==> config.mk <==
export PLATFORM = sky130hd
export DESIGN_NAME = pixel_scanner
export DESIGN_NICKNAME = d
export VERILOG_FILES = /design/src/logic/pixel_scanner.sv
export VERILOG_INCLUDE_DIRS = /design/src /design/src/logic
export SDC_FILE = /design/constraint.sdc
export NUM_CORES = 1
export LEC_CHECK = 0
export BUFFER_PORTS_ARGS = -buffer_cell sky130_fd_sc_hd__buf_2
export CORE_ASPECT_RATIO = 1.2
export CORE_MARGIN = 2
export CORE_UTILIZATION = 57
export DETAILED_ROUTE_END_ITERATION = 6
export PLACE_DENSITY = 0.89
export SYNTH_ARGS = -nofsm -noshare
export SYNTH_HDL_FRONTEND = slang
export SYNTH_SLANG_ARGS = --single-unit
==> constraint.sdc <==
create_clock -name clk -period 9.05 [get_ports clk]
set_input_delay 1.81 -clock clk [delete_from_list [all_inputs] [get_ports clk]]
set_output_delay 1.81 -clock clk [all_outputs]
set_load 0.01 [all_outputs]
==> src/logic/clock_defs.svh <==
`ifndef CLOCK_DEFS_SVH
`define CLOCK_DEFS_SVH

// framebuffer geometry, one bit per pixel
`define FB_DIM          64
`define FB_ADDR_W       6
`define FB_CENTER       32

// screen pixels per framebuffer pixel, both axes
`define SCALE           7
// width of the video counters and offsets
`define COORD_W         10

// angles in whole degrees, 0..359
`define ANGLE_W         9
// signed table values, full scale
`define TRIG_W          8
`define TRIG_MAX        127

// hand lengths in framebuffer pixels
`define HOUR_LEN        23
`define MIN_LEN         31
`define SEC_LEN         27
`define ALARM_LEN       17

`endif

==> src/logic/pixel_scanner.sv <==
`default_nettype none

`include "clock_defs.svh"

module pixel_scanner (
        input  logic                   clk,
        input  logic                   reset,
        input  logic [`COORD_W-1:0]    horiz_count,
        input  logic [`COORD_W-1:0]    vert_count,
        input  logic [`COORD_W-1:0]    x_offset,
        input  logic [`COORD_W-1:0]    y_offset,
        output logic                   scan_req,
        output logic [`FB_ADDR_W-1:0]  scan_row,
        input  logic [`FB_DIM-1:0]     mem_rdata,
        output logic                   pixel_bw
);

        logic [`COORD_W-1:0]   h_adj;
        logic [`COORD_W-1:0]   v_adj;
        logic                  in_win;
        logic [`FB_ADDR_W-1:0] col_q;
        logic                  win_q;

        // wraps below the offset, which lands outside the window
        assign h_adj = horiz_count - x_offset;
        assign v_adj = vert_count - y_offset;

        // 448 x 448 screen area
        assign in_win = (h_adj < 10'(`FB_DIM * `SCALE)) && (v_adj < 10'(`FB_DIM * `SCALE));

        // row fetch only inside the window
        assign scan_req = in_win;
        assign scan_row = 6'(v_adj / 10'(`SCALE));

        // column travels alongside the row read
        always_ff @(posedge clk) begin
                col_q <= 6'(h_adj / 10'(`SCALE));
        end

        always_ff @(posedge clk or posedge reset) begin
                if (reset) begin
                        win_q    <= 1'b0;
                        pixel_bw <= 1'b0;
                end else begin
                        win_q    <= in_win;
                        // second stage, bit pick from the fetched row
                        pixel_bw <= win_q & mem_rdata[col_q];
                end
        end

endmodule

`default_nettype wire

== After elaboration in Yosys (flattened, before gate mapping) ==
Index checks and enable logic that the tools add are counted.
Cells by class
  add/subtract/negate cells: 2
  divide/modulo/power cells: 2
  magnitude comparators: 3
  mux-type cells: 2
  bitwise logic cells: 1
  reductions and logical operators: 1
Operators by type and width (number)
  $div 10x3->10 const B: 2
  $lt 10x9->1 const B: 2
  $sub 10x10->10: 2
  $lt 6x7->1 const B: 1
  $bmux 1 s6: 1
  $and 1x1->1: 1
  $logic_and 1x1->1: 1
  $mux 1: 1
Word-level totals
  bits in registers: 8
  input port bits: 106
  output and inout bits: 8

== Logic depth before layout (Yosys ltp) ==
  word-level depth: 3
  depth in mapped cells: 21

== Worst setup path after synthesis ==
Ideal clock, no wire load.
  path kind: input-to-output
  start: input vert_count[0]
  end: output scan_row[0]
  arrival time: 5.512 ns
  path slack: 1.728 ns
  stages: 19
  path buffers: 0
  cells stage by stage: inv_1 > ha_1 > fa_1 > nand2b_1 > a2111oi_0 > a211oi_2 > o2111ai_1 > a21oi_1 > a211oi_1 > o31ai_1 > and2_1 > o21bai_1 > nand2_1 > ha_1 > and3_1 > nand2b_1 > o21ba_1 > a211o_1 > o211ai_1
On the way
  longest elaborated chain between the ends: 2
Ends and longest elaborated chain
  start, declared: RTL line pixel_scanner.sv:9  | input logic [`COORD_W-1:0] vert_count,
  $sub 10x10->10: RTL line pixel_scanner.sv:26  | assign v_adj = vert_count - y_offset;
  $div 10x3->10: RTL line pixel_scanner.sv:33  | assign scan_row = 6'(v_adj / 10'(`SCALE));
  end, declared: RTL line pixel_scanner.sv:13  | output logic [`FB_ADDR_W-1:0] scan_row,
Every way passes these cells.

== Final worst setup path ==
  start: input vert_count[4]
  end: output scan_row[0]
The elaborated chain is that of the path after synthesis.

==> impl_metrics.csv <==
group,metric,value,unit
outcome,status,"finished, final reports clean",
yosys,synthCells,433,
layout,fillers,498,
clock_tree,postCtsSetupRepairBufs,0,
clock_tree,ctsLongestPathBuffers,2,
global_routing,grt_usage,0.285,
setup_path,crit_slowest_cell,"xnor2_1",
sta,clock_skew,0.000557,ns
setup_path,crit_buf_inv,2,
floorplanning,core_area,5970,µm²
sta,worst_slew_pin_slew,0.978,ns
power_and_ir_drop,p_clk_frac,0.054,
yosys,synth_warnings,0,
global_routing,grt_pass1_vias,3544,
setup_path,worstPathRequired,7.24,ns
yosys,synth_top_area_frac,0.136,
power_and_ir_drop,p_sw,0.432,mW
global_routing,antenna_found_initial,0,
yosys,yosysTopAreaCell,"mux4_2",
setup_path,worstSetupPathType,"primary input to output pin",
floorplanning,die_w,75.2,µm
power_and_ir_drop,p_comb_frac,0.836,
sta,hold_ws,0.458,ns
sta,drv_slew,0,
yosys,ys_types,88,
clock_tree,cts-htree-levels,1,
setup_path,critPathMaxFanout,11,
clock_tree,clkLatencyLatePin,0.23,ns
clock_tree,cts_buffers,3,
sta,min_period,8.44,ns
setup_path,endpoint_kind,"output pin",
route,first_pass_iters,5,
yosys,synth_compound_area_frac,0.379,
yosys,synth_ff_type,"dfxtp_1",
sta,rsz0062_at_grt,"false",
global_routing,overflow,0,
layout,layout-drive-gt1-share,0.316,
global_routing,grt_pass1_wl,15400,µm
sta,relSlewSlack,0.347,
yosys,ys_top_cells_by_area,"mux4_2, ha_1, a21oi_1",
route,drc,0,
yosys,synthAdderAreaFrac,0.0952,
layout,antennaDiodeCount,0,
place,portBuffers,113,
setup_path,startpoint_type,"primary input",
setup_path,critPathTopFamily,"simple AND/OR/NAND/NOR gates",
layout,synthToLayoutAreaGrowth,18.5,%
clock_tree,cts.repair.resized,0,
route,wl,9920,µm
power_and_ir_drop,leakagePower,1.83,nW
floorplanning,die_h,89.5,µm
place,globalplace.congestion,0.969,
yosys,yosys_register_bits,8,
power_and_ir_drop,vdd_drop_max,0.140,mV
yosys,synthMuxAreaShare,0.157,
sta,fmax,0.119,GHz
route,routed_via_density,6.57,
place,dp_cells,613,
yosys,synth_fp_nets,561,
yosys,synth_edf_count,0,
global_routing,grt_max_degree,17,
sta,finalSetupViolCount,0,
power_and_ir_drop,p_int,0.424,mW
power_and_ir_drop,seqPwrFrac,0.110,
yosys,synth-xor-area-share,0.0577,
clock_tree,clockRootBuffer,"clkbuf_8",
yosys,synthTopCellsByCount,"inv_1, nor2_1, a21oi_1, o21ai_0, nand2_1",
floorplanning,fp.dieArea,6730,µm²
power_and_ir_drop,p_per_area,208,nW/µm²
place,dp_hpwl,8050,µm
yosys,syn_area_per_cell,8.02,µm²
clock_tree,postCtsHoldBufs,0,
layout,nets,664,
sta,finalHoldViolCount,0,
yosys,synthArstFlopShare,0.250,
clock_tree,clk_pin_slew_worst_paths,0.04,ns
yosys,synth_top_family_by_area,"compound AO/OA/AOI/OAI gates",
yosys,syn_area,3470,µm²
sta,finalCritPeriodShare,0.932,
sta,final.setup.tns,0,ns
clock_tree,cts.sinks,8,
route,wl_per_cell,16.1,µm
floorplanning,io_pins,114,
route,via_count,4053,
setup_path,path_cells,"buf_2, ha_1, or4_1, o22a_1, xnor2_1, nor2_1, o311ai_0, and3_1, nand3_1, nand4b_1, nand2_1, ha_1, and3_1, nand2b_1, o21ba_1, a211o_1, o211ai_1, buf_2",
route,drt_iter0_drc,372,
worst_hold_path,hp-class,"flop to flop",
power_and_ir_drop,finalPower,0.856,mW
floorplanning,start_util,0.581,
route,ant_nets,0,
yosys,synth_seq_area_share,0.0490,
floorplanning,fp-row-count,31,
setup_path,cp.arrival,6.63,ns
clock_tree,cts_tree,"yes",
layout,stdcell_count,617,
yosys,synth_simple_gate_area_frac,0.207,
setup_path,crit_path_max_incr_delay,0.72,ns
power_and_ir_drop,swShare,0.505,
job,maxCapViolations,0,
[sequential cells by signal, indices dropped and copies added, names as in the netlist]
| register | count |
|---|---|
| col_q | 6 |
| pixel_bw | 1 |
| win_q | 1 |
[power groups by stage]
stage	Clock, mW	Combinational, mW	Sequential, mW
floorplan	0	0.591	0.0622
global placement	0	0.676	0.0930
detailed placement	0	0.699	0.0961
CTS	0.0464	0.705	0.0953
global route	0.0483	0.779	0.101
finish	0.0460	0.715	0.0944
[final cells by class]
| type | count | area [µm²] | share of cell area |
|---|---|---|---|
| clock buffers | 4 | 45.0 | 0.0110 |
| inverters | 30 | 113 | 0.0274 |
| multi-input cells | 379 | 3110 | 0.756 |
| flip-flops and latches | 8 | 170 | 0.0414 |
| well taps | 82 | 103 | 0.0249 |
| repair buffers | 114 | 573 | 0.139 |
[final timing paths]
path	start	end	slack, ns	depth (start not counted)
setup / recovery	vert_count[4]	scan_row[0]	0.61	18
hold / removal	win_q$_DFF_PP0_	pixel_bw$_DFF_PP0_	0.46	1
setup reg to reg	col_q[0]$_DFF_P_	pixel_bw$_DFF_PP0_	6.24	4
hold reg to reg	win_q$_DFF_PP0_	pixel_bw$_DFF_PP0_	0.46	1
max in group asynchronous	reset	pixel_bw$_DFF_PP0_	7.50	2
min in group asynchronous	reset	win_q$_DFF_PP0_	1.44	2
[worst register-to-register path: stages (launching register included)]
cell     delay [ns]
dfxtp_1        0.96
mux4_2         0.63
mux4_2         0.47
mux4_2         0.46
and2_1         0.17
[per-stage QoR]
stage | instance area, µm² | worst slack (ns) | utilization
5_1_grt | 4110 | 0.271 | 0.689
3_3_place_gp | 4070 | 0.931 | 0.681
2_1_floorplan | 3470 | 1.73 | -
4_1_cts | 4110 | 0.707 | 0.689
3_5_place_dp | 4070 | 0.733 | 0.681
6_report | 4110 | 0.611 | 0.689
[kinds of logic (layout without fill, tap and decap cells)]
group / Yosys count / count (layout)
flip-flops: 8 / 8
XOR/XNOR: 19 / 19
AO/OA/AOI/OAI: 169 / 169
buffers and inverters: 46 / 148
multiplexers: 28 / 28
AND/OR/NAND/NOR: 137 / 137
adder cells (fa/ha/maj): 26 / 26
[cells in the final DEF (no fill, tap or decap), types with 5 or more instances in the layout]
cell type | Yosys | layout
xnor2_1 | 10 | 10
buf_2 | 6 | 113
ha_1 | 20 | 20
xor2_1 | 6 | 6
nand2_1 | 26 | 26
a211oi_1 | 7 | 7
a211o_1 | 5 | 5
mux2i_1 | 5 | 5
nand2b_1 | 7 | 7
a21oi_1 | 29 | 29
dfxtp_1 | 6 | 6
inv_1 | 30 | 30
nor2b_1 | 6 | 6
mux4_2 | 21 | 21
o211ai_1 | 10 | 10
o21ai_0 | 28 | 28
and2_1 | 9 | 9
nor2_1 | 30 | 30
nor3_1 | 15 | 15
a21o_1 | 12 | 12
nand3_1 | 10 | 10
nand4_1 | 7 | 7
and3_1 | 6 | 6
[metal layers]
layer | track usage | routed length [µm] | vias to the layer above
li1 | - | - | 1936
met1 | 0.349 | 3860 | 1887
met2 | 0.518 | 5160 | 198
met4 | 0.0893 | 276 | 0
met5 | 0 | 0 | -
met3 | 0.0293 | 615 | 32
Power figures use the tool's default switching activity.
