## src/logic/clock_defs.svh

```systemverilog
`ifndef CLOCK_DEFS_SVH
`define CLOCK_DEFS_SVH

// framebuffer geometry, one bit per pixel
`define FB_DIM          64
`define FB_ADDR_W       6
`define FB_CENTER       32

// screen pixels per framebuffer pixel, both axes
`define SCALE           7
// width of the video counters and offsets
`define COORD_W         10

// angles in whole degrees, 0..359
`define ANGLE_W         9
// signed table values, full scale
`define TRIG_W          8
`define TRIG_MAX        127

// hand lengths in framebuffer pixels
`define HOUR_LEN        23
`define MIN_LEN         31
`define SEC_LEN         27
`define ALARM_LEN       17

`endif

```

## src/logic/clock_pkg.sv

```systemverilog
`default_nettype none

package clock_pkg;

        // plotter frame sequence
        typedef enum logic [2:0] {
                IDLE,
                CLEAR,
                DRAW_HOUR,
                DRAW_MIN,
                DRAW_SEC,
                DRAW_ALARM
        } draw_state_e;

        // framebuffer port commands
        typedef enum logic [1:0] {
                FB_NOP,
                FB_CLEAR_ROW,
                FB_SET_PIXEL,
                FB_READ_ROW
        } fb_op_e;

endpackage

`default_nettype wire

```

## src/logic/hand_plotter.sv

```systemverilog
`default_nettype none

`include "clock_defs.svh"

module hand_plotter (
        input  logic                   clk,
        input  logic                   reset,
        input  logic                   slow_clk,
        input  logic [3:0]             hour,
        input  logic [5:0]             minute,
        input  logic [5:0]             second,
        input  logic [3:0]             al_hour,
        input  logic [5:0]             al_minute,
        output logic                   plot_req,
        output clock_pkg::fb_op_e      plot_op,
        output logic [`FB_ADDR_W-1:0]  plot_row,
        output logic [`FB_ADDR_W-1:0]  plot_col,
        input  logic                   plot_gnt,
        output logic                   frame_busy
);

        clock_pkg::draw_state_e state;
        clock_pkg::draw_state_e next_state;

        logic                        inhibit;
        logic                        start;
        logic                        last;
        // clear row in CLEAR, radius while drawing
        logic [5:0]                  cnt;
        logic [9:0]                  hour_mins;
        logic [`ANGLE_W-1:0]         hour_ang;
        logic [`ANGLE_W-1:0]         min_ang;
        logic [`ANGLE_W-1:0]         sec_ang;
        logic [`ANGLE_W-1:0]         alarm_ang;
        logic [`ANGLE_W-1:0]         cur_angle;
        logic [4:0]                  hand_len;
        logic signed [`TRIG_W-1:0]   sin_val;
        logic signed [`TRIG_W-1:0]   cos_val;
        logic signed [13:0]          prod_s;
        logic signed [13:0]          prod_c;
        logic signed [13:0]          quo_s;
        logic signed [13:0]          quo_c;

        // one frame per high phase of slow_clk
        assign start      = (state == clock_pkg::IDLE) && slow_clk && !inhibit;
        assign frame_busy = (state != clock_pkg::IDLE);
        assign plot_req   = frame_busy;

        // hour hand creeps with the minutes
        assign hour_mins = 10'(hour) * 10'd60 + 10'(minute);

        // time is sampled once per frame
        always_ff @(posedge clk) begin
                if (start) begin
                        hour_ang  <= 9'(hour_mins >> 1);
                        min_ang   <= 9'(minute) * 9'd6;
                        sec_ang   <= 9'(second) * 9'd6;
                        // alarm moves in 10 minute steps
                        alarm_ang <= 9'(al_hour) * 9'd30 + 9'(al_minute / 6'd10) * 9'd6;
                end
        end

        // per-state hand, length and command
        always_comb begin
                cur_angle  = hour_ang;
                hand_len   = 5'(`HOUR_LEN);
                next_state = clock_pkg::DRAW_MIN;
                plot_op    = clock_pkg::FB_SET_PIXEL;
                case (state)
                        clock_pkg::IDLE: begin
                                plot_op = clock_pkg::FB_NOP;
                        end
                        clock_pkg::CLEAR: begin
                                plot_op    = clock_pkg::FB_CLEAR_ROW;
                                next_state = clock_pkg::DRAW_HOUR;
                        end
                        clock_pkg::DRAW_MIN: begin
                                cur_angle  = min_ang;
                                hand_len   = 5'(`MIN_LEN);
                                next_state = clock_pkg::DRAW_SEC;
                        end
                        clock_pkg::DRAW_SEC: begin
                                cur_angle  = sec_ang;
                                hand_len   = 5'(`SEC_LEN);
                                next_state = clock_pkg::DRAW_ALARM;
                        end
                        clock_pkg::DRAW_ALARM: begin
                                cur_angle  = alarm_ang;
                                hand_len   = 5'(`ALARM_LEN);
                                next_state = clock_pkg::IDLE;
                        end
                        default: ;
                endcase
        end

        sin_cos_lut u_lut (
                .angle   (cur_angle),
                .sin_val (sin_val),
                .cos_val (cos_val)
        );

        // offset = trig * r / 127, truncated toward zero
        assign prod_s = sin_val * $signed({1'b0, cnt[4:0]});
        assign prod_c = cos_val * $signed({1'b0, cnt[4:0]});
        assign quo_s  = prod_s / 14'(`TRIG_MAX);
        assign quo_c  = prod_c / 14'(`TRIG_MAX);

        // y grows downward, so cos is subtracted
        assign plot_row = (state == clock_pkg::CLEAR) ? cnt :
                          6'(`FB_CENTER - 1 - quo_c);
        assign plot_col = (state == clock_pkg::CLEAR) ? 6'd0 :
                          6'(`FB_CENTER + quo_s);

        assign last = (state == clock_pkg::CLEAR) ? (cnt == 6'd63) : (cnt[4:0] == hand_len);

        always_ff @(posedge clk or posedge reset) begin
                if (reset) begin
                        state   <= clock_pkg::IDLE;
                        cnt     <= 6'd0;
                        inhibit <= 1'b0;
                end else begin
                        // rearm only once slow_clk has dropped
                        if (!slow_clk)
                                inhibit <= 1'b0;
                        else if (start)
                                inhibit <= 1'b1;

                        if (state == clock_pkg::IDLE) begin
                                if (start) begin
                                        state <= clock_pkg::CLEAR;
                                        cnt   <= 6'd0;
                                end
                        end else if (plot_gnt) begin
                                // odd radii only, restart at 1 per hand
                                if (last) begin
                                        state <= next_state;
                                        cnt   <= 6'd1;
                                end else begin
                                        cnt <= cnt + ((state == clock_pkg::CLEAR) ? 6'd1 : 6'd2);
                                end
                        end
                end
        end

endmodule

`default_nettype wire

```

## src/logic/sin_cos_lut.sv

```systemverilog
`default_nettype none

`include "clock_defs.svh"

module sin_cos_lut (
        input  logic [`ANGLE_W-1:0]        angle,
        output logic signed [`TRIG_W-1:0]  sin_val,
        output logic signed [`TRIG_W-1:0]  cos_val
);

        // round(127 * sin d), d = 0..90
        // cos d is read back as entry 90 - d
        localparam logic signed [`TRIG_W-1:0] SIN_TBL [0:90] = '{
                8'sd0,   8'sd2,   8'sd4,   8'sd7,   8'sd9,   8'sd11,  8'sd13,  8'sd15,
                8'sd18,  8'sd20,  8'sd22,  8'sd24,  8'sd26,  8'sd29,  8'sd31,  8'sd33,
                8'sd35,  8'sd37,  8'sd39,  8'sd41,  8'sd43,  8'sd46,  8'sd48,  8'sd50,
                8'sd52,  8'sd54,  8'sd56,  8'sd58,  8'sd60,  8'sd62,  8'sd64,  8'sd65,
                8'sd67,  8'sd69,  8'sd71,  8'sd73,  8'sd75,  8'sd76,  8'sd78,  8'sd80,
                8'sd82,  8'sd83,  8'sd85,  8'sd87,  8'sd88,  8'sd90,  8'sd91,  8'sd93,
                8'sd94,  8'sd96,  8'sd97,  8'sd99,  8'sd100, 8'sd101, 8'sd103, 8'sd104,
                8'sd105, 8'sd107, 8'sd108, 8'sd109, 8'sd110, 8'sd111, 8'sd112, 8'sd113,
                8'sd114, 8'sd115, 8'sd116, 8'sd117, 8'sd118, 8'sd119, 8'sd119, 8'sd120,
                8'sd121, 8'sd121, 8'sd122, 8'sd123, 8'sd123, 8'sd124, 8'sd124, 8'sd125,
                8'sd125, 8'sd125, 8'sd126, 8'sd126, 8'sd126, 8'sd127, 8'sd127, 8'sd127,
                8'sd127, 8'sd127, 8'sd127
        };

        logic [`ANGLE_W-1:0] wrapped;
        logic [1:0]          quad;
        logic [6:0]          idx;
        logic [6:0]          idx_mir;

        // out of range angles wrap once, max input is 511
        assign wrapped = (angle >= 9'd360) ? angle - 9'd360 : angle;
        assign idx_mir = 7'd90 - idx;

        // quadrant and offset inside it
        always_comb begin
                if (wrapped >= 9'd270) begin
                        quad = 2'd3;
                        idx  = 7'(wrapped - 9'd270);
                end else if (wrapped >= 9'd180) begin
                        quad = 2'd2;
                        idx  = 7'(wrapped - 9'd180);
                end else if (wrapped >= 9'd90) begin
                        quad = 2'd1;
                        idx  = 7'(wrapped - 9'd90);
                end else begin
                        quad = 2'd0;
                        idx  = 7'(wrapped);
                end
        end

        // fold back onto the first quadrant
        always_comb begin
                case (quad)
                        2'd1: begin
                                sin_val = SIN_TBL[idx_mir];
                                cos_val = -SIN_TBL[idx];
                        end
                        2'd2: begin
                                sin_val = -SIN_TBL[idx];
                                cos_val = -SIN_TBL[idx_mir];
                        end
                        2'd3: begin
                                sin_val = -SIN_TBL[idx_mir];
                                cos_val = SIN_TBL[idx];
                        end
                        default: begin
                                sin_val = SIN_TBL[idx];
                                cos_val = SIN_TBL[idx_mir];
                        end
                endcase
        end

endmodule

`default_nettype wire

```

## config.mk

```make
export PLATFORM = sky130hd
export DESIGN_NAME = hand_plotter
export DESIGN_NICKNAME = d
export VERILOG_FILES = /design/src/logic/clock_pkg.sv /design/src/logic/hand_plotter.sv /design/src/logic/sin_cos_lut.sv
export VERILOG_INCLUDE_DIRS = /design/src /design/src/logic
export SDC_FILE = /design/constraint.sdc
export NUM_CORES = 1
export LEC_CHECK = 0
export BUFFER_PORTS_ARGS = -buffer_cell sky130_fd_sc_hd__buf_2
export CAP_MARGIN = 25
export CELL_PAD_IN_SITES_DETAIL_PLACEMENT = 1
export CELL_PAD_IN_SITES_GLOBAL_PLACEMENT = 1
export CORE_ASPECT_RATIO = 0.8
export CORE_MARGIN = 4
export CORE_UTILIZATION = 30
export CTS_CLUSTER_DIAMETER = 100
export DETAILED_ROUTE_END_ITERATION = 8
export PLACE_DENSITY_LB_ADDON = 0.05
export SETUP_SLACK_MARGIN = 0.2
export SYNTH_ARGS = -nofsm -noshare
export SYNTH_HDL_FRONTEND = slang
export SYNTH_SLANG_ARGS = --single-unit
```

## constraint.sdc

```tcl
create_clock -name clk -period 20.5 [get_ports clk]
set_input_delay 5.125 -clock clk [delete_from_list [all_inputs] [get_ports clk]]
set_output_delay 5.125 -clock clk [all_outputs]
set_load 0.1 [all_outputs]
```

==> Word level (Yosys, flattened, before mapping) <==
Memory sizes are Yosys's and may differ from the RTL's.
Index checks and enable logic that the tools add are counted.
{ "totals": {"in_bits": 30, "ramBits": 0, "reg_bits": 44, "latchBits": 0, "mem_count": 2, "elab_cells": 90, "rom_bits": 2048, "out_inout_bits": 16} }
{ "memory_table": {"columns": ["memory", "depth", "word_bits", "read_ports", "rd_clocked_by_memory_dff", "write_ports", "line", "text"], "rows": [
  ["(name not given)", 128, 8, 1, 0, 0, "sin_cos_lut.sv:63", "cos_val = -SIN_TBL[idx_mir];"],
  ["(name not given)", 128, 8, 1, 0, 0, "sin_cos_lut.sv:62", "sin_val = -SIN_TBL[idx];"]
]} }
{ "classes": {"eq_ne": 11, "shifts": 0, "n_mul": 7, "n_div": 3, "reduce_logical": 9, "addsub": 12, "n_bitwise": 2, "mux": 31, "magnitude_cmp": 6} }
{ "ops": {"columns": ["operator", "n"], "rows": [
  ["8-bit one-hot mux with 3 select lines", 2],
  ["6-bit two-way mux", 6],
  ["8-bit two-way mux", 4],
  ["14-bit by 8-bit divider with 14-bit output (second input constant)", 2],
  ["8-bit by 6-bit multiplier with 14-bit output", 2],
  ["9-bit one-hot mux with 3 select lines", 1],
  ["7-bit two-way mux", 3],
  ["9-bit >= comparator (second input constant)", 2],
  ["8-bit >= comparator (second input constant)", 2],
  ["4-bit by 4-bit multiplier with 8-bit output (second input constant)", 2],
  ["6-bit by 2-bit multiplier with 8-bit output (second input constant)", 2],
  ["8-bit negator", 2],
  ["7-bit NOT with 8-bit output", 2],
  ["3-bit two-way mux", 4],
  ["3-bit one-hot mux with 4 select lines", 1],
  ["4-bit one-hot mux with 3 select lines", 1],
  ["10-bit by 6-bit adder with 10-bit output", 1],
  ["9-bit adder", 1],
  ["6-bit by 4-bit divider with 9-bit output (second input constant)", 1],
  ["9-bit by 7-bit >= comparator with 1-bit output (second input constant)", 1],
  ["9-bit by 8-bit >= comparator with 1-bit output (second input constant)", 1],
  ["9-bit by 2-bit multiplier with 8-bit output (second input constant)", 1],
  ["9-bit two-way mux", 1],
  ["9-bit subtractor (second input constant)", 1],
  ["26 further kinds", 35]
]} }

==> Longest topological paths before layout <==
Gate-level depths: netlist (run 1).
{ "depth": {"ltp_word": 19, "mapped_depth": 78, "mapped_depth_nobuf": 72} }

==> By module <==
Synthesis (run 1) repeated with hierarchy kept, for this count alone.
{ "hier_totals": {"cells_unflattened": 1936, "area_unflattened_um2": 14884.3} }
{ "modules_own_cells": {"columns": ["mod", "area_per_inst_um2", "seq_area_each_um2", "instances", "cells_per_inst"], "rows": [
  ["hand_plotter", 11170.7, 1241.2, 1, 1387],
  ["sin_cos_lut", 3713.6, 0.0, 1, 549]
]} }

==> Least setup slack after synthesis (run 1) <==
No wires, ideal clock.
{ "synth_timing": {"path_kind": "register to output", "startpoint": "register state[1]", "endpoint": "output port plot_row[4]", "t_required_ns": 15.375, "arrival_time_ns": 17.497, "path_slack_ns": -2.122, "path_buffers": 2, "path_stages_with_launch": 66, "cell_sequence": "dfrtp_1 buf_4 nor4b_2 nor3_2 o211a_1 o211ai_1 and2_1 and2_1 inv_2 ha_1 and3_1 o311a_1 o21ai_2 a21oi_1 nor2_1 inv_1 ha_1 a21oi_1 (+30 left out) nand3_1 a211oi_2 a41oi_1 o41a_1 a211oi_1 nor3b_1 a41oi_1 xnor2_1 nor3_2 o21ai_0 o311a_1 or4b_1 a32oi_1 nand2_1 ha_1 a31oi_1 xnor2_1 o21ai_0"} }
{ "synth_via": {"elab_chain_cells": 19, "elab_cells_between_ends": 39, "cone_classes": "8 x add/sub; 1 x mul; 1 x div; 4 x order compare; 7 x eq/ne; 14 x mux; 2 x bitwise; 2 x memory"} }
{ "synth_rtl": {"columns": ["item", "line", "text"], "rows": [
  ["start, declared", "hand_plotter.sv:22", "clock_pkg::draw_state_e state;"],
  ["start signal, assigned", "hand_plotter.sv:118", "state <= clock_pkg::IDLE;"],
  ["start signal, assigned", "hand_plotter.sv:130", "state <= clock_pkg::CLEAR;"],
  ["start signal, assigned", "hand_plotter.sv:136", "state <= next_state;"],
  ["3-bit == test / 3-bit by 2-bit == test with 1-bit output (equally long branches)", "hand_plotter.sv:69", "case (state)"],
  ["9-bit one-hot mux with 3 select lines", "hand_plotter.sv:69", null],
  ["9-bit subtractor / 9-bit >= comparator (equally long branches)", "sin_cos_lut.sv:34", "assign wrapped = (angle >= 9'd360) ? angle - 9'd360 : angle;"],
  ["9-bit two-way mux", "sin_cos_lut.sv:34", null],
  ["9-bit by 7-bit >= comparator with 1-bit output / 7-bit subtractor (equally long branches)", "sin_cos_lut.sv:45, sin_cos_lut.sv:47", null],
  ["7-bit two-way mux", "sin_cos_lut.sv:45", "end else if (wrapped >= 9'd90) begin"],
  ["7-bit two-way mux", "sin_cos_lut.sv:42", "end else if (wrapped >= 9'd180) begin"],
  ["7-bit two-way mux", "sin_cos_lut.sv:39", "if (wrapped >= 9'd270) begin"],
  ["(+3 left out)", null, null],
  ["8-bit two-way mux (implied by the code)", "sin_cos_lut.sv:71", "cos_val = SIN_TBL[idx_mir];"],
  ["8-bit two-way mux", null, null],
  ["8-bit negator", null, null],
  ["8-bit one-hot mux with 3 select lines", "sin_cos_lut.sv:56", "case (quad)"],
  ["8-bit by 6-bit multiplier with 14-bit output", "hand_plotter.sv:104", "assign prod_c = cos_val * $signed({1'b0, cnt[4:0]});"],
  ["14-bit by 8-bit divider with 14-bit output", "hand_plotter.sv:106", "assign quo_c = prod_c / 14'(`TRIG_MAX);"],
  ["6-bit subtractor (no line)", null, null],
  ["6-bit two-way mux (*)", "hand_plotter.sv:109", "assign plot_row = (state == clock_pkg::CLEAR) ? cnt :"],
  ["end, declared", "hand_plotter.sv:16", "output logic [`FB_ADDR_W-1:0] plot_row,"]
]} }
Mark *: on every way between the ends. The rest lies on a longest branch, timed or not. The select of a mux whose other input is x is not followed.

==> Worst setup path in the final report (run 1) <==
{ "layout_timing": {"startpoint": "register state[1]", "endpoint": "output port plot_col[4]"} }
{ "layout_via": {"elab_chain_cells": 19, "elab_cells_between_ends": 39, "cone_classes": "8 x add/sub; 1 x mul; 1 x div; 4 x order compare; 7 x eq/ne; 14 x mux; 2 x bitwise; 2 x memory"} }
{ "layout_rtl": {"columns": ["item", "line", "text"], "rows": [
  ["3-bit == test / 3-bit by 2-bit == test with 1-bit output (equally long branches)", "hand_plotter.sv:69", null],
  ["9-bit one-hot mux with 3 select lines", "hand_plotter.sv:69", null],
  ["9-bit subtractor / 9-bit >= comparator (equally long branches)", "sin_cos_lut.sv:34", null],
  ["9-bit two-way mux", "sin_cos_lut.sv:34", null],
  ["9-bit by 7-bit >= comparator with 1-bit output / 7-bit subtractor (equally long branches)", "sin_cos_lut.sv:45, sin_cos_lut.sv:47", null],
  ["7-bit two-way mux", "sin_cos_lut.sv:45", null],
  ["7-bit two-way mux", "sin_cos_lut.sv:42", null],
  ["7-bit two-way mux", "sin_cos_lut.sv:39", null],
  ["(+3 left out)", null, null],
  ["8-bit two-way mux", null, null],
  ["8-bit two-way mux (implied by the code)", "sin_cos_lut.sv:66", "sin_val = -SIN_TBL[idx_mir];"],
  ["8-bit negator", "sin_cos_lut.sv:66", null],
  ["8-bit one-hot mux with 3 select lines", "sin_cos_lut.sv:56", null],
  ["8-bit by 6-bit multiplier with 14-bit output", "hand_plotter.sv:103", "assign prod_s = sin_val * $signed({1'b0, cnt[4:0]});"],
  ["14-bit by 8-bit divider with 14-bit output", "hand_plotter.sv:105", "assign quo_s = prod_s / 14'(`TRIG_MAX);"],
  ["6-bit adder (no line)", null, null],
  ["6-bit two-way mux (*)", "hand_plotter.sv:111", "assign plot_col = (state == clock_pkg::CLEAR) ? 6'd0 :"],
  ["end, declared", "hand_plotter.sv:17", "output logic [`FB_ADDR_W-1:0] plot_col,"]
]} }
Marks and branches as above.

==> results of run 1 <==
[flip-flops by register name, summed over array words and instances, names as in the netlist]
| signal | flops |
|---|---|
| min_ang | 8 |
| inhibit | 1 |
| hour_ang | 9 |
| sec_ang | 8 |
| cnt | 6 |
| state | 3 |
| alarm_ang | 8 |
[what timing repair did]
| action | in CTS | in global routing |
|---|---|---|
| gates resized for setup | 82 | 165 |
| buffers inserted | 67 | 36 |
| gates cloned | 1 | 4 |
| pin swaps | 76 | 71 |
| setup endpoints to repair | 11 | 12 |
[synth_stat cells, types with 9 or more instances]
cell,number
dfrtp_1,10
nand2b_1,17
o21a_1,13
nor4_1,10
nor2_1,144
nand2_1,132
nor3_1,49
o221ai_1,12
and3_1,21
o21ai_0,84
a211oi_1,21
xor2_1,39
inv_1,179
nor2b_1,10
o21ai_1,9
clkbuf_1,42
o2111ai_1,10
edfxtp_1,33
mux2i_1,16
o31ai_1,14
nand4_1,11
buf_2,22
o21bai_1,12
or2_2,11
ha_1,129
a31oi_1,27
xnor2_1,91
and2_1,45
o22ai_1,12
nor3b_1,9
o211ai_1,24
a21oi_1,116
nand3_1,39
a21o_1,31
fa_1,66
or3_1,16
[through the flow]
stage	instance area [um2]	TNS, ns
3_3_place_gp	16900	-0.448
6_report	19200	0
5_1_grt	19200	-4.07
4_1_cts	18000	0
3_5_place_dp	16900	-0.917
2_1_floorplan	14300	-1.07
[logic make-up (layout without fill, tap and decap cells)]
group	after synthesis	count (layout)	share of synthesized area (%)
compound gates	522	522	27.4
xor+xnor	138	138	9.35
fa+ha+maj	199	199	21.7
buf+inv	257	588	7.42
flops	43	43	9.05
mux	26	26	2.24
simple gates	585	585	22.8
[per-layer routing]
metal  track usage [%]  vias to the layer above  routed length [um]
li1                  -                     7071                   -
met1              29.5                     7180               26100
met2              31.5                      180               22500
met3              1.02                       27                1130
met4              2.06                        0                 469
met5                 0                        -                   0
[final cells by class]
type / count / area, um2
clock buffers: 5 / 125
inverters: 184 / 699
flip-flops and latches: 43 / 1240
well taps: 603 / 754
fillers: 5295 / 25600
repair buffers: 396 / 3240
multi-input cells: 1470 / 13100
clock inverters: 3 / 20.0
[path summary, 6_finish.rpt]
check	slack [ns]	depth (start not counted)	from	end
max	0.001	73	state[1]$_DFFE_PP0P_	plot_col[4]
min	0.53	1	inhibit$_DFFE_PP0P_	inhibit$_DFFE_PP0P_
max reg2reg	17.20	11	state[0]$_DFFE_PP0P_	cnt[4]$_DFFE_PP0P_
min reg2reg	0.53	1	inhibit$_DFFE_PP0P_	inhibit$_DFFE_PP0P_
max in group asynchronous	15.31	2	reset	state[2]$_DFFE_PP0P_
min in group asynchronous	4.86	2	reset	state[0]$_DFFE_PP0P_
[critical path, delay by kind of cell, from the launching register on]
| family | cells | cell delay (ns) |
|---|---|---|
| compound gates | 24 | 4.30 |
| xor+xnor | 5 | 0.72 |
| fa+ha+maj | 9 | 2.59 |
| buf+inv | 10 | 1.19 |
| flops | 1 | 0.50 |
| mux | 3 | 1.24 |
| simple gates | 22 | 4.50 |
==> results.json, run 1 <==
{
  "clock_skew_ns": 0.00765,
  "synth_area_leaders": "ha_1 12%, fa_1 9.6%, edfxtp_1 7.2%",
  "grt_max_degree": 36,
  "htree_num_levels": 2,
  "die_w_um": 247,
  "critPathCaptureType": "output port",
  "whs_ns": 0.530,
  "finalHoldViolCount": 0,
  "boundaryPins": 46,
  "status": "finished, final reports clean",
  "fmax_mhz": 48.8,
  "worst_path_max_delay_cell": "fa_1",
  "grt_pass1_vias": 14800,
  "slew_headroom_pct": 31.9,
  "final_core_util_pct": 42.9,
  "routed_via_density": 5.35,
  "synth_edf_count": 33,
  "start_util_pct": 30.6,
  "synth_top_area_share_pct": 11.8,
  "drive_above_1_share_pct": 34.3,
  "timing.final.crit_share_pct": 100,
  "port_buffers": 44,
  "clk_latency_ns": 0.28,
  "yosysSeqAreaShare_pct": 9.05,
  "antenna_found_initial": 0,
  "drc": 0,
  "drtIter0Drc": 676,
  "synth.largest_area_cell": "ha_1",
  "drv_slew": 0,
  "ant_nets": 0,
  "period_needed_ns": 20.50,
  "arrival_ns": 15.37,
  "path_clk_slew_ns": 0.07,
  "synth_cell_types": 119,
  "min_path_type": "reg2reg",
  "avgRoutedWirePerCell_um": 18.5,
  "grt-ovfl-total": 0,
  "place.gp.congestion": 0.841,
  "postSynth.asyncResetShare_pct": 23.3,
  "synth_fp_nets": 1995,
  "final_common_cell": "buf_4",
  "die_area_um2": 49200,
  "postSynthAreaPerCell_um2": 7.75,
  "final_cell_mix": "325 x buf_4, 172 x inv_1, 129 x nand2_1",
  "drt-total-wl_mm": 50.1,
  "drv_cap": 0,
  "crit_path_frequent_cell": "ha_4",
  "numCtsBuffers": 5,
  "hpwlAfterDp_mm": 39.2,
  "synth-seq-cells": 43,
  "cts_sinks": 43,
  "dp_slack_ns": -0.304,
  "crit_type": "reg2out",
  "setup_viol": 0,
  "dp_cells": 2588,
  "critPathMaxFanout": 6,
  "area_growth_pct": 40.3,
  "rows": 69,
  "diodes": 0,
  "cts_tree": "yes",
  "grt_pass1_wl_mm": 79.2,
  "syn_inst": 1770,
  "critPathLaunchType": "flip-flop",
  "firstDrtPassIters": 5,
  "tightest_slew_ns": 1.02,
  "final.setup.worst_slack_ns": 0.00101,
  "root_buffer": "clkbuf_16",
  "rsz0062_at_grt": "true",
  "synthesis.area_um2": 13700,
  "vias": 14500,
  "synthFlopType": "edfxtp_1",
  "nets": 2325,
  "coreArea_um2": 44800,
  "required_ns": 15.38,
  "cts_hold_buf": 0,
  "max_stage_delay_ns": 0.54,
  "cts_max_path_buffers": 2,
  "post_layout_nonfiller_instances": 2704,
  "die-height_um": 199,
  "yosys_warnings": 0,
  "grt_use_total_pct": 19.4
}
Power of run 1 is left out: the tool's default activity adds up to more than one toggle a clock period on the data nets, which glitch-free logic cannot reach.
==> inputs of run 2 (changes only) <==
--- a/config.mk
+++ b/config.mk
@@ -6,6 +6,7 @@
 export SDC_FILE = /design/constraint.sdc
 export NUM_CORES = 1
 export LEC_CHECK = 0
+export ABC_AREA = 1
 export BUFFER_PORTS_ARGS = -buffer_cell sky130_fd_sc_hd__buf_2
 export CAP_MARGIN = 25
 export CELL_PAD_IN_SITES_DETAIL_PLACEMENT = 1
==> run 2 against run 1 <==
Critical path depth up 32. Sequential share of layout area up 1.5 points. Register-to-register slack better by 0.54 ns. First-iteration DRC count down 38%. Maximum frequency up 6.7%. Clock-buffer cell count unchanged. Via count down 12%. Wire length down 22%. Global-route usage down 2.9 points. Synthesized cell count up 12%. Utilization down 6.2 points. Non-clock buffer count down 227. Critical endpoint unchanged.
==> results.json, run 2 <==
{
  "status": "finished, final reports clean",
  "synth-simple-area-share_pct": 36.1,
  "rsz0062_at_grt": "false",
  "grt_pass1_vias": 13200,
  "drc": 0,
  "syn_inst": 1983,
  "hold-path-endpoint": "inhibit$_DFFE_PP0P_",
  "firstDrtPassIters": 4,
  "diodes": 0,
  "cp_num_buf_inv": 13,
  "cts_tree": "yes",
  "vias": 12700,
  "reg2reg_from": "state[1]$_DFFE_PP0P_",
  "grt-ovfl-total": 0,
  "synthesis.area_um2": 13000,
  "crit_type": "reg2out",
  "cts_max_path_buffers": 2,
  "crit_path_frequent_cell": "nand2_1",
  "r2r_cells": 12,
  "ant_nets": 0,
  "yosys_warnings": 0,
  "post_layout_nonfiller_instances": 2678,
  "drive_above_1_share_pct": 22.9,
  "fillers": 5470,
  "place.gp.congestion": 0.799,
  "port_buffers": 44,
  "synth.largest_area_cell": "ha_1",
  "grt_max_degree": 34,
  "finalHoldViolCount": 0,
  "cts_hold_buf": 0,
  "worst_path_max_delay_cell": "fa_1",
  "routed_via_density": 4.74,
  "timing.final.crit_share_pct": 93.7,
  "boundaryPins": 46,
  "synth_top_area_share_pct": 12.4,
  "die_w_um": 241,
  "largest_reg_flops": 9,
  "drt-total-wl_mm": 39.2,
  "die-height_um": 194,
  "coreArea_um2": 42400,
  "synth-seq-cells": 43,
  "hpwlAfterDp_mm": 32.9,
  "postSynth.asyncResetShare_pct": 23.3,
  "synth_xor_area_share_pct": 6.10,
  "r2r-end": "state[0]$_DFFE_PP0P_",
  "synth_edf_count": 33,
  "critPathLaunchType": "flip-flop",
  "synthAdderAreaFrac_pct": 22.5,
  "final_common_cell": "nand2_1",
  "fmax_mhz": 52.1,
  "synth_top_family_by_area": "simple AND/OR/NAND/NOR gates",
  "synth_area_leaders": "ha_1 12%, nand2_1 12%, fa_1 10%",
  "final_cell_mix": "404 x nand2_1, 338 x inv_1, 183 x nor2_1",
  "final_core_util_pct": 36.8,
  "start_util_pct": 30.7,
  "top_register": "hour_ang",
  "setup_viol": 0,
  "netlist_top_cells_count": "418 x nand2_1, 344 x inv_1, 195 x nor2_1",
  "path_clk_slew_ns": 0.06,
  "avgRoutedWirePerCell_um": 14.6,
  "slew_headroom_pct": 53.3,
  "dp_cells": 2622,
  "synthMuxAreaShare_pct": 0,
  "area_growth_pct": 19.8,
  "yosysSeqAreaShare_pct": 9.53,
  "arrival_ns": 14.08,
  "hold_depth": 2,
  "critPathMaxFanout": 8,
  "clock_skew_ns": 0.00714,
  "period_needed_ns": 19.21,
  "numCtsBuffers": 5,
  "clk_latency_ns": 0.28,
  "critPathCaptureType": "output port",
  "synth_cell_types": 66,
  "htree_num_levels": 2,
  "holdCritStartpoint": "inhibit$_DFFE_PP0P_",
  "whs_ns": 0.531,
  "cp_top_family": "simple AND/OR/NAND/NOR gates",
  "reg2reg_slack_ns": 17.74,
  "postSynthAreaPerCell_um2": 6.57,
  "synth_fp_nets": 2208,
  "grt_pass1_wl_mm": 66.3,
  "nets": 2350,
  "die_area_um2": 46800,
  "cts_sinks": 43,
  "tightest_slew_ns": 0.699,
  "root_buffer": "clkbuf_16",
  "synth_most_common_cell": "nand2_1",
  "drtIter0Drc": 419,
  "antenna_found_initial": 0,
  "synth_compound_area_share_pct": 12.1,
  "max_stage_delay_ns": 0.54,
  "drv_cap": 0,
  "drv_slew": 0,
  "rows": 67,
  "required_ns": 15.38,
  "synthFlopType": "edfxtp_1",
  "min_path_type": "reg2reg",
  "grt_use_total_pct": 16.6
}
==> run 2: cell count changes after synthesis, moves of 32 or more <==
cell     previous run  this run
a21oi_1           116        72
and2_1             45         5
inv_1             179       344
nand2_1           132       418
nand2_2             2        59
nand3_1            39       125
nor2_1            144       195
nor3_1             49        17
xnor2_1            91        24
==> run 2: worst max path at each step <==
stage | startpoint | endpoint | depth (start not counted)
global route | state[1]$_DFFE_PP0P_ | plot_col[2] | 107
global placement | state[1]$_DFFE_PP0P_ | plot_row[4] | 100
detailed placement | state[1]$_DFFE_PP0P_ | plot_col[4] | 108
finish | state[1]$_DFFE_PP0P_ | plot_col[4] | 105
floorplan | state[1]$_DFFE_PP0P_ | plot_row[4] | 97
CTS | state[2]$_DFFE_PP0P_ | plot_col[4] | 107
==> run 2: stage by stage <==
stage | setup TNS (ns) | worst slack, ns | area [um2]
2_1_floorplan | 0 | 0.261 | 13000
3_3_place_gp | 0 | 0.113 | 14400
3_5_place_dp | -0.156 | -0.147 | 14400
4_1_cts | 0 | 0.235 | 14700
5_1_grt | 0 | 0.0892 | 15600
6_report | 0 | 1.29 | 15600
==> run 2: layout make-up <==
cell class	count	area [um2]	area share [%]
flip-flops and latches	43	1240	7.98
repair buffers	169	1390	8.90
clock inverters	3	15.0	0.0962
well taps	552	691	4.43
clock buffers	5	125	0.802
multi-input cells	1518	10600	68.2
inverters	388	1500	9.60
==> run 2: metal layers <==
metal / vias to the layer above / GRT usage [%] / share of wire, %
met5: - / 0 / 0
met4: 0 / 1.38 / 0.44
met3: 13 / 0.879 / 1.3
met2: 64 / 26.4 / 44
met1: 6010 / 25.6 / 54
li1: 6594 / - / -
==> run 2: cell families after synthesis <==
logic type | after synthesis
and+or+nand+nor | 967
buffers and inverters | 424
AOI/OAI and AO/OA | 265
adders and majority gates | 195
xor gates and xnor gates | 89
DFF | 43
==> run 2: repair_timing <==
item,CTS,global route
endpoints found under the setup margin,11,12
pin swaps,1,48
setup buffers,3,43
gates cloned,0,2
resized for setup,15,143
==> run 2: worst min-delay path, cell delays in order, from the launching register on <==
cell     delay, ns
dfrtp_1       0.36
nor2_1        0.06
nor2_1        0.07
Power of run 2 is left out for the same reason.
